### config.mk
export PLATFORM = sky130hd
export DESIGN_NAME = execute
export DESIGN_NICKNAME = d
export VERILOG_FILES = /design/src/verilog/execute_pkg.sv /design/src/verilog/execute.sv /design/src/verilog/fu_gemm.sv /design/src/verilog/fu_matrix_ls.sv /design/src/verilog/fu_scalar_ls.sv /design/src/verilog/fu_alu.sv /design/src/verilog/fu_branch.sv
export SDC_FILE = /design/constraint.sdc
export NUM_CORES = 1
export LEC_CHECK = 0
export BUFFER_PORTS_ARGS = -buffer_cell sky130_fd_sc_hd__buf_2
export CORE_AREA = 2 2 313 315
export DETAILED_ROUTE_END_ITERATION = 10
export DIE_AREA = 0 0 315 317
export PLACE_DENSITY = 0.45
export REMOVE_ABC_BUFFERS = 1
export SYNTH_ARGS = -nofsm -noshare
export SYNTH_HDL_FRONTEND = slang
export SYNTH_SLANG_ARGS = --single-unit
### constraint.sdc
create_clock -name CLK -period 5 [get_ports CLK]
set_input_delay 0.25 -clock CLK [delete_from_list [all_inputs] [get_ports CLK]]
set_output_delay 0.25 -clock CLK [all_outputs]
set_load 0.005 [all_outputs]
### src/verilog/execute_pkg.sv
// Shared widths, opcode enums, GEMM opcode and request/result structs for the execute stage
package execute_pkg;

    // Datapath widths
    localparam int word_w    = 32;
    localparam int reg_idx_w = 5;

    // Major opcode of a GEMM instruction (custom-3 space)
    localparam logic [6:0] gemm_opcode = 7'b1111011;

    typedef enum logic [3:0] {
        alu_add  = 4'd0,
        alu_sub  = 4'd1,
        alu_and  = 4'd2,
        alu_or   = 4'd3,
        alu_xor  = 4'd4,
        alu_sll  = 4'd5,
        alu_srl  = 4'd6,
        alu_sra  = 4'd7,
        alu_slt  = 4'd8,
        alu_sltu = 4'd9
    } alu_op_t;

    typedef enum logic [2:0] {
        br_beq  = 3'd0,
        br_bne  = 3'd1,
        br_blt  = 3'd2,
        br_bge  = 3'd3,
        br_bltu = 3'd4,
        br_bgeu = 3'd5
    } branch_type_t;

    typedef enum logic [1:0] {
        mem_none  = 2'd0,
        mem_load  = 2'd1,
        mem_store = 2'd2
    } mem_type_t;

    typedef struct packed {
        logic                branch;
        branch_type_t        branch_type;
        logic [word_w-1:0]   reg_a;
        logic [word_w-1:0]   reg_b;
        logic [word_w-1:0]   current_pc;
        logic [word_w-1:0]   imm;
        logic                predicted_outcome;
    } branch_req_t;

    typedef struct packed {
        logic                branch_outcome;
        logic [word_w-1:0]   branch_target;
        logic [word_w-1:0]   correct_pc;
        logic [word_w-1:0]   updated_pc;
        logic                misprediction;
        logic                update_pc;
    } branch_res_t;

    typedef struct packed {
        alu_op_t             aluop;
        logic [word_w-1:0]   port_a;
        logic [word_w-1:0]   port_b;
    } alu_req_t;

    typedef struct packed {
        logic [word_w-1:0]   port_output;
        logic                negative;
        logic                zero;
        logic                overflow;
    } alu_res_t;

    // rs2 carries the store data
    typedef struct packed {
        mem_type_t           mem_type;
        logic [word_w-1:0]   rs1;
        logic [word_w-1:0]   rs2;
        logic [word_w-1:0]   imm;
    } sls_req_t;

    typedef struct packed {
        logic [word_w-1:0]   dmemaddr;
        logic                dmemREN;
        logic                dmemWEN;
        logic [word_w-1:0]   dmemstore;
    } dmem_req_t;

    // ls_in high means store
    typedef struct packed {
        logic                enable;
        logic                ls_in;
        logic [reg_idx_w-1:0] rd_in;
        logic [word_w-1:0]   rs_in;
        logic [word_w-1:0]   stride_in;
        logic [word_w-1:0]   imm_in;
    } mls_req_t;

    typedef struct packed {
        logic                done;
        logic                ls_out;
        logic [reg_idx_w-1:0] rd_out;
        logic [word_w-1:0]   address;
        logic [word_w-1:0]   stride_out;
    } mls_res_t;

    typedef struct packed {
        logic [reg_idx_w-1:0] rs1;
        logic [reg_idx_w-1:0] rs2;
        logic [reg_idx_w-1:0] rs3;
        logic [reg_idx_w-1:0] rd;
    } gemm_regs_t;

endpackage
### src/verilog/execute.sv
// Execute stage top: branch, scalar ALU, scalar and matrix load/store, GEMM units
module execute (
    input  logic                            CLK,
    input  logic                            reset,
    input  logic                            ihit,
    input  execute_pkg::branch_req_t        bfu_req,
    output execute_pkg::branch_res_t        bfu_res,
    input  execute_pkg::alu_req_t           salu_req,
    output execute_pkg::alu_res_t           salu_res,
    input  execute_pkg::sls_req_t           sls_req,
    input  logic [execute_pkg::word_w-1:0]  dmem_in,
    input  logic                            dhit_in,
    output execute_pkg::dmem_req_t          dmem_req,
    output logic [execute_pkg::word_w-1:0]  dmemload,
    output logic                            sls_dhit,
    input  execute_pkg::mls_req_t           mls_req,
    input  logic                            mhit,
    output execute_pkg::mls_res_t           mls_res,
    input  logic [execute_pkg::word_w-1:0]  fetch_p,
    input  logic                            gemm_flush,
    input  logic                            gemm_freeze,
    output execute_pkg::gemm_regs_t         gemm_regs
);

    fu_branch BFU (.CLK(CLK), .reset(reset), .ihit(ihit), .req(bfu_req), .res(bfu_res));

    fu_alu SALU (.req(salu_req), .res(salu_res));

    // Scalar memory side
    fu_scalar_ls SLS (
        .CLK(CLK), .reset(reset), .req(sls_req), .dmem_in(dmem_in), .dhit_in(dhit_in),
        .dmem_req(dmem_req), .dmemload(dmemload), .dhit(sls_dhit)
    );

    // Matrix memory side
    fu_matrix_ls MLS (.CLK(CLK), .reset(reset), .req(mls_req), .mhit(mhit), .res(mls_res));

    fu_gemm GEMM (
        .CLK(CLK), .reset(reset), .fetch_p(fetch_p), .flush(gemm_flush),
        .freeze(gemm_freeze), .regs(gemm_regs)
    );

endmodule

### src/verilog/fu_gemm.sv
// GEMM unit: opcode decode and register field latch with flush and freeze
module fu_gemm (
    input  logic                            CLK,
    input  logic                            reset,
    input  logic [execute_pkg::word_w-1:0]  fetch_p,
    input  logic                            flush,
    input  logic                            freeze,
    output execute_pkg::gemm_regs_t         regs
);

    logic                    is_gemm;
    execute_pkg::gemm_regs_t fields;

    assign is_gemm = (fetch_p[6:0] == execute_pkg::gemm_opcode);

    // R4 layout
    always_comb begin
        fields.rd  = fetch_p[11:7];
        fields.rs1 = fetch_p[19:15];
        fields.rs2 = fetch_p[24:20];
        fields.rs3 = fetch_p[31:27];
    end

    // Flush wins over freeze
    always_ff @(posedge CLK) begin
        if (reset || flush) begin
            regs <= '0;
        end else if (!freeze && is_gemm) begin
            regs <= fields;
        end
    end

endmodule

### src/verilog/fu_matrix_ls.sv
// Matrix load/store unit: tile address, descriptor latch and matrix-memory wait
module fu_matrix_ls (
    input  logic                  CLK,
    input  logic                  reset,
    input  execute_pkg::mls_req_t req,
    input  logic                  mhit,
    output execute_pkg::mls_res_t res
);

    logic busy;
    logic start;

    // Requests arriving mid-access are dropped
    assign start = req.enable && !busy;

    always_ff @(posedge CLK) begin
        if (reset) begin
            busy <= 1'b0;
        end else if (start) begin
            busy <= 1'b1;
        end else if (busy && mhit) begin
            busy <= 1'b0;
        end
    end

    always_ff @(posedge CLK) begin
        if (reset) begin
            res <= '0;
        end else begin
            res.done <= busy && mhit;
            // Descriptor is held until the next request
            if (start) begin
                res.address    <= req.rs_in + req.imm_in;
                res.stride_out <= req.stride_in;
                res.rd_out     <= req.rd_in;
                res.ls_out     <= req.ls_in;
            end
        end
    end

    assert property (
        @(posedge CLK) disable iff (reset)
        res.done |=> !res.done
    ) else $error("mls done held longer than one cycle");

endmodule

### src/verilog/fu_scalar_ls.sv
// Scalar load/store unit: address generation, data-memory request and hit wait
module fu_scalar_ls (
    input  logic                            CLK,
    input  logic                            reset,
    input  execute_pkg::sls_req_t           req,
    input  logic [execute_pkg::word_w-1:0]  dmem_in,
    input  logic                            dhit_in,
    output execute_pkg::dmem_req_t          dmem_req,
    output logic [execute_pkg::word_w-1:0]  dmemload,
    output logic                            dhit
);

    typedef enum logic {
        st_idle,
        st_busy
    } state_t;

    state_t state;
    logic   start;

    assign start = (state == st_idle) && (req.mem_type != execute_pkg::mem_none);

    always_ff @(posedge CLK) begin
        if (reset) begin
            state    <= st_idle;
            dmem_req <= '0;
            dmemload <= '0;
            dhit     <= 1'b0;
        end else begin
            dhit <= 1'b0;
            case (state)
                st_idle: begin
                    if (start) begin
                        dmem_req.dmemaddr  <= req.rs1 + req.imm;
                        dmem_req.dmemstore <= req.rs2;
                        dmem_req.dmemREN   <= (req.mem_type == execute_pkg::mem_load);
                        dmem_req.dmemWEN   <= (req.mem_type == execute_pkg::mem_store);
                        state              <= st_busy;
                    end
                end
                st_busy: begin
                    // Enables stay up until memory answers
                    if (dhit_in) begin
                        if (dmem_req.dmemREN) begin
                            dmemload <= dmem_in;
                        end
                        dmem_req.dmemREN <= 1'b0;
                        dmem_req.dmemWEN <= 1'b0;
                        dhit             <= 1'b1;
                        state            <= st_idle;
                    end
                end
                default: state <= st_idle;
            endcase
        end
    end

    assert property (
        @(posedge CLK) disable iff (reset)
        !(dmem_req.dmemREN && dmem_req.dmemWEN)
    ) else $error("dmemREN and dmemWEN high together");

endmodule

### src/verilog/fu_alu.sv
// Scalar ALU with negative, zero and signed overflow flags
module fu_alu (
    input  execute_pkg::alu_req_t req,
    output execute_pkg::alu_res_t res
);

    localparam int w = execute_pkg::word_w;

    logic [w-1:0] a;
    logic [w-1:0] b;
    logic [w-1:0] result;
    logic [4:0]   shamt;

    assign a     = req.port_a;
    assign b     = req.port_b;
    assign shamt = b[4:0];

    always_comb begin
        case (req.aluop)
            execute_pkg::alu_add:  result = a + b;
            execute_pkg::alu_sub:  result = a - b;
            execute_pkg::alu_and:  result = a & b;
            execute_pkg::alu_or:   result = a | b;
            execute_pkg::alu_xor:  result = a ^ b;
            execute_pkg::alu_sll:  result = a << shamt;
            execute_pkg::alu_srl:  result = a >> shamt;
            execute_pkg::alu_sra:  result = $signed(a) >>> shamt;
            execute_pkg::alu_slt:  result = {{(w-1){1'b0}}, $signed(a) < $signed(b)};
            execute_pkg::alu_sltu: result = {{(w-1){1'b0}}, a < b};
            default:               result = '0;
        endcase
    end

    always_comb begin
        res.port_output = result;
        res.negative    = result[w-1];
        res.zero        = (result == '0);
        // Signed overflow, add and sub only
        case (req.aluop)
            execute_pkg::alu_add:
                res.overflow = (a[w-1] == b[w-1]) && (result[w-1] != a[w-1]);
            execute_pkg::alu_sub:
                res.overflow = (a[w-1] != b[w-1]) && (result[w-1] != a[w-1]);
            default:
                res.overflow = 1'b0;
        endcase
    end

    // Flag seen at the port agrees with the word seen at the port
    always_comb begin
        assert (res.zero == (res.port_output == '0))
            else $error("zero flag disagrees with ALU result");
    end

endmodule

### src/verilog/fu_branch.sv
// Branch unit: condition evaluation, target calculation and misprediction report
module fu_branch (
    input  logic                     CLK,
    input  logic                     reset,
    input  logic                     ihit,
    input  execute_pkg::branch_req_t req,
    output execute_pkg::branch_res_t res
);

    logic                           taken;
    logic                           qualified;
    logic [execute_pkg::word_w-1:0] target;
    logic [execute_pkg::word_w-1:0] fall_through;

    // Comparison is fixed by the branch type
    always_comb begin
        case (req.branch_type)
            execute_pkg::br_beq:  taken = (req.reg_a == req.reg_b);
            execute_pkg::br_bne:  taken = (req.reg_a != req.reg_b);
            execute_pkg::br_blt:  taken = ($signed(req.reg_a) < $signed(req.reg_b));
            execute_pkg::br_bge:  taken = ($signed(req.reg_a) >= $signed(req.reg_b));
            execute_pkg::br_bltu: taken = (req.reg_a < req.reg_b);
            execute_pkg::br_bgeu: taken = (req.reg_a >= req.reg_b);
            default:              taken = 1'b0;
        endcase
    end

    assign target       = req.current_pc + req.imm;
    assign fall_through = req.current_pc + execute_pkg::word_w'(4);

    // Only a fetched branch instruction is resolved
    assign qualified = req.branch & ihit;

    always_ff @(posedge CLK) begin
        if (reset) begin
            res <= '0;
        end else begin
            // Redirect request lasts one cycle
            res.update_pc <= 1'b0;
            if (qualified) begin
                res.branch_outcome <= taken;
                res.branch_target  <= target;
                res.correct_pc     <= taken ? target : fall_through;
                res.updated_pc     <= taken ? target : fall_through;
                res.misprediction  <= (taken != req.predicted_outcome);
                res.update_pc      <= (taken != req.predicted_outcome);
            end
        end
    end

    // A redirect follows a resolved branch that was guessed wrong
    assert property (
        @(posedge CLK) disable iff (reset)
        res.update_pc |-> (res.misprediction && $past(qualified))
    ) else $error("update_pc without a resolved misprediction");

endmodule

==> qor_table.md <==
| Step | Parameter | Reported |
|:---|:---|:---|
| worst setup path | Delay contributed by the slowest stage of the critical path | 0.62 ns |
| synthesis | Average footprint of a synthesized cell | 7.46 µm² |
| clock network | Clock tree from TritonCTS | yes |
| worst setup path | Start point of the critical path | salu_req[33] |
| run status | Status | complete, no violations |
| worst setup path | Startpoint type of the worst setup path | input port |
| routing | Length of the first detailed-routing pass in iterations | 6 |
| power | Switching power summed over all nets | 2.93 mW |
| die | Starting density of the core | 26.3% |
| sta | Number of max-slew violations in the final report | 0 |
| power | Flop pwr share | 29.5% |
| synthesis | Main combinational cell family by area after synthesis | compound AO/OA/AOI/OAI gates |
| routing | Count of vias placed by the detailed router | 29800 |
| sta | Hold Vio Cnt, Final | 0 |
| synthesis | Synthesized-area fraction occupied by and/or/nand/nor cells | 22.2% |
| die | # IOs | 797 |
| power | Leakage power | 15.1 nW |
| synthesis | Xor/xnor share of the synthesized area | 3.98% |
| sta | Unrepaired setup endpoints after global routing | false |
| clock network | Insertion delay to the later sink of the worst-skew pair | 0.61 ns |
| routing | Met2 WL post-DR | 64.4 mm |
| worst setup path | Reg-to-reg setup timing slack | 2.78 ns |
| grt | Vias in the first global route | 27900 |
| worst setup path | End of the worst register-to-register path | SLS.dmem_req[49] |
| synthesis | Top cells by instance count after synthesis | nand2_1 (541), a21oi_1 (385), nor2_1 (304), dfxtp_1 (259), ha_1 (225) |
| synthesis | Number of warnings printed during yosys synthesis | 0 |
| synthesis | Number of distinct standard cells referenced by the synthesized netlist | 107 |
| layout | Final cell count without fillers | 5526 |
| sta | Final Setup Violations | 0 |
| power | Proportion of power drawn by combinational gates | 39.7% |
| placement | HPWL after DPL | 117 mm |
| worst setup path | Delay-heaviest family, CP | compound AO/OA/AOI/OAI gates |
| grt | Initial antenna violation count | 62 |
| run | Number of violations of the max-capacitance limit | 0 |
| grt | Pin count of the biggest net entering global routing | 81 |
| sta | Clock tree skew after final layout | 0.0392 ns |
| power | Part of the power in the clock network | 30.8% |
| clock network | Clock-pin slew reported for the worst setup and hold paths after clock tree synthesis | 0.06 ns |
| worst setup path | Data required time at the worst endpoint | 4.75 ns |
| sta | Hold slack final | 0.0596 ns |
| min path | Hold Path Origin | mls_req[64] |
| synthesis | Fraction of post-synthesis cell area in the top cell type by area | 20.5% |
| min path | Worst min path class | in2reg |
| die | Floorplan core area | 96300 µm² |
| clock network | CTS Buf Count | 31 |
| synthesis | Fraction of the mapped netlist area in adder cells | 11.5% |
| worst setup path | Critical path depth | 14 |
| placement | Placer Congestion | 0.983 |
| routing | Detail Route Antenna Nets | 0 |
| worst setup path | Worst path slowest cell | o41ai_1 |
| synthesis | Share of cell area taken by muxes after synthesis | 9.14% |
| worst setup path | Cell depth of the worst flop-to-flop path | 5 |
| clock network | H-tree levels | 1 |
| synthesis | Top post-synthesis cells by area | dfxtp_1 (20%), ha_1 (11%), nand2_1 (8.0%) |
| sta | Maximum clock frequency | 211 MHz |
| routing | DR top layer | met5 |
| sta | Period utilisation layout | 94.6% |
| synthesis | Proportion of synthesized chip area in sequential cells | 20.5% |
| die | Die area | 99900 µm² |
| synthesis | Cell count after synthesis | 3397 |
| min path | Hold Path End | MLS.res[32] |
| routing | Met3 wirelength from detailed routing | 12.9 mm |
| routing | Routed WL | 142 mm |
| synthesis | Fraction of synthesis flops using an asynchronous set or reset pin | 0% |
| die | Height of the die | 317 µm |
| worst setup path | Most frequent cell on the critical path | buf_2 |
| worst setup path | Critical path buffers and inverters | 3 |
| grt | Remaining Overflow, GRT | 0 |
| power | VDD IR max | 0.274 mV |
| layout | Proportion of layout cells with a drive suffix above 1 | 25.3% |
| power | P per Cell Area | 235 nW/µm² |
| min path | Cell depth of the worst min-delay path | 4 |
| sta | Transition at the pin with the smallest max-transition slack | 1.04 ns |
| clock network | Root buffer cell | clkbuf_16 |
| power | Power Internal | 4.81 mW |
| worst setup path | Data arrival, critical path | 4.48 ns |
| grt | Total Routing Usage GR | 26.8% |
| sta | Final critical delay including setup and external delays | 4.73 ns |
| die | Die Wd | 315 µm |
| worst setup path | Start-to-end type of the worst setup path | in2out |
| worst setup path | Worst reg2reg startpoint | SLS.state |
| synthesis | Complex-gate fraction of the synthesized area | 25.6% |
| synthesis | Most frequent cell after synthesis | nand2_1 |
| placement | DP Cell Count | 5314 |
| synthesis | Cell type with the largest total area after synthesis | dfxtp_1 |
| worst setup path | CP Max Fanout | 8 |
| clock network | CTS max path bufs | 3 |
| worst setup path | Ordered list of cells on the worst path | buf_2 -> inv_1 -> ha_1 -> or2_1 -> a211oi_1 -> o211ai_2 -> a211oi_2 -> nor2_1 -> o41ai_1 -> o221ai_1 -> a2111oi_2 -> nand4_1 -> nor3_2 -> buf_2 |
| layout | Layout net count | 4906 |
| synthesis | Synthesis-stage register bit count | 259 |
| synthesis | Flip-flop cell with the highest count after synthesis | dfxtp_1 |
| power | Sw Ratio | 37.9% |
| sta | Worst relative slew slack | 30.4% |
| routing | Number of remaining DRC errors | 0 |
| grt | Wire length of the first global-routing pass | 198 mm |
| placement | IO buf count | 791 |
| worst setup path | Element type at the critical path end | output pin |
| sta | Accumulated negative setup slack | 0 ns |
| synthesis | Syn Std Cell Area | 25300 µm² |
| clock network | Number of clock sinks | 259 |
| layout | Layout Area Growth over Synthesis | 30.2% |
| die | Floorplan row count | 114 |
| routing | Number of vias per cell after detailed routing | 5.39 |
| routing | Met1 wire length | 61.1 mm |
| synthesis | Post-synth EDFFs | 0 |
| routing | Number of design-rule violations left by the first detailed-router iteration | 2705 |
| routing | Routed length per placed instance | 25.8 µm |
kinds of logic (layout without fill, tap and decap cells):
group | count (synthesis) | after routing
DFF | 259 | 259
buffers and inverters | 407 | 1235
adders and majority gates | 230 | 230
other | 0 | 25
muxes | 167 | 167
AOI/OAI and AO/OA | 988 | 988
and+or+nand+nor | 1231 | 1231
xor gates and xnor gates | 115 | 115
worst max-delay path by stage:
stage / to / slack [ns]
floorplan: salu_res[1] / 0.70
global placement: salu_res[1] / 0.42
detailed placement: salu_res[1] / 0.37
CTS: salu_res[1] / 0.35
global route: salu_res[1] / 0.01
finish: salu_res[1] / 0.27
state kept, by name, summed over array words and instances (netlist names):
| name | flops |
|---|---|
| MLS.res | 71 |
| BFU.res | 67 |
| SLS.dmem_req | 66 |
| SLS.state | 1 |
| SLS.dmemload | 32 |
| SLS.dhit | 1 |
| GEMM.regs | 20 |
| MLS.busy | 1 |
worst register-to-register path, stage by stage, from the launching register on:
cell      delay (ns)
dfxtp_1         0.57
or2_2           0.63
buf_4           0.53
a211oi_1        0.14
a21oi_1         0.15
nor2_1          0.05
routing by layer:
metal | vias to the layer above | global-route usage [%]
met5 | - | 0
met4 | 26 | 7.82
met3 | 230 | 6.82
met2 | 1360 | 42.3
met1 | 14300 | 35.9
li1 | 13900 | -
cell type report:
type,instances,area (µm²)
Multi-Input combinational cell,2731,18400
Tap cell,1276,1600
Timing Repair Buffer,1016,6050
Antenna cell,25,62.6
Clock inverter,12,156
Inverter,164,616
Fill cell,10500,63300
Sequential cell,259,5180
Clock buffer,43,891
cell usage in the layout (no fill, tap or decap), types with 23 or more instances in the layout:
cell type	count
ha_1	225
nor3_1	63
inv_1	161
buf_2	789
xnor2_1	64
o21ai_0	107
clkbuf_16	31
a21o_1	59
o211ai_1	30
dfxtp_1	259
diode_2	25
buf_4	89
o21a_1	23
mux2_2	27
dlygate4sd3_1	132
nor2_1	302
nor2b_1	30
o22ai_1	36
nand2_1	540
mux4_2	45
and3_1	27
o21bai_1	23
nand3_1	67
a21oi_1	385
nand2b_1	33
a211oi_1	59
o221ai_1	23
mux2i_1	91
xor2_1	51
power groups by stage:
stage	Sequential (mW)	Combinational (mW)	Clock (mW)
2_1_floorplan	2.33	1.57	0
3_3_place_gp	2.32	2.94	0
5_1_grt	2.30	3.31	2.52
6_report	2.29	3.07	2.39
4_1_cts	2.28	3.03	2.44
3_5_place_dp	2.33	2.92	0
through the flow:
stage                     util, %  area [µm²]  setup slack [ns]  power [mW]
after floorplan                 -       24100             0.698        3.90
after global placement       31.7       30500             0.418        5.26
after detailed placement     31.7       30500             0.367        5.25
after CTS                    34.2       32900             0.353        7.75
after global routing         34.2       32900            0.0108        8.13
final                        34.2       33000             0.269        7.74
what timing repair did:
action                    in CTS  in global routing
gates resized for setup        0                  0
setup buffers                  0                  0
hold buffers                 132                  0
hold endpoints to repair     133                  0
Note: power is estimated with default switching activity, not from simulation.
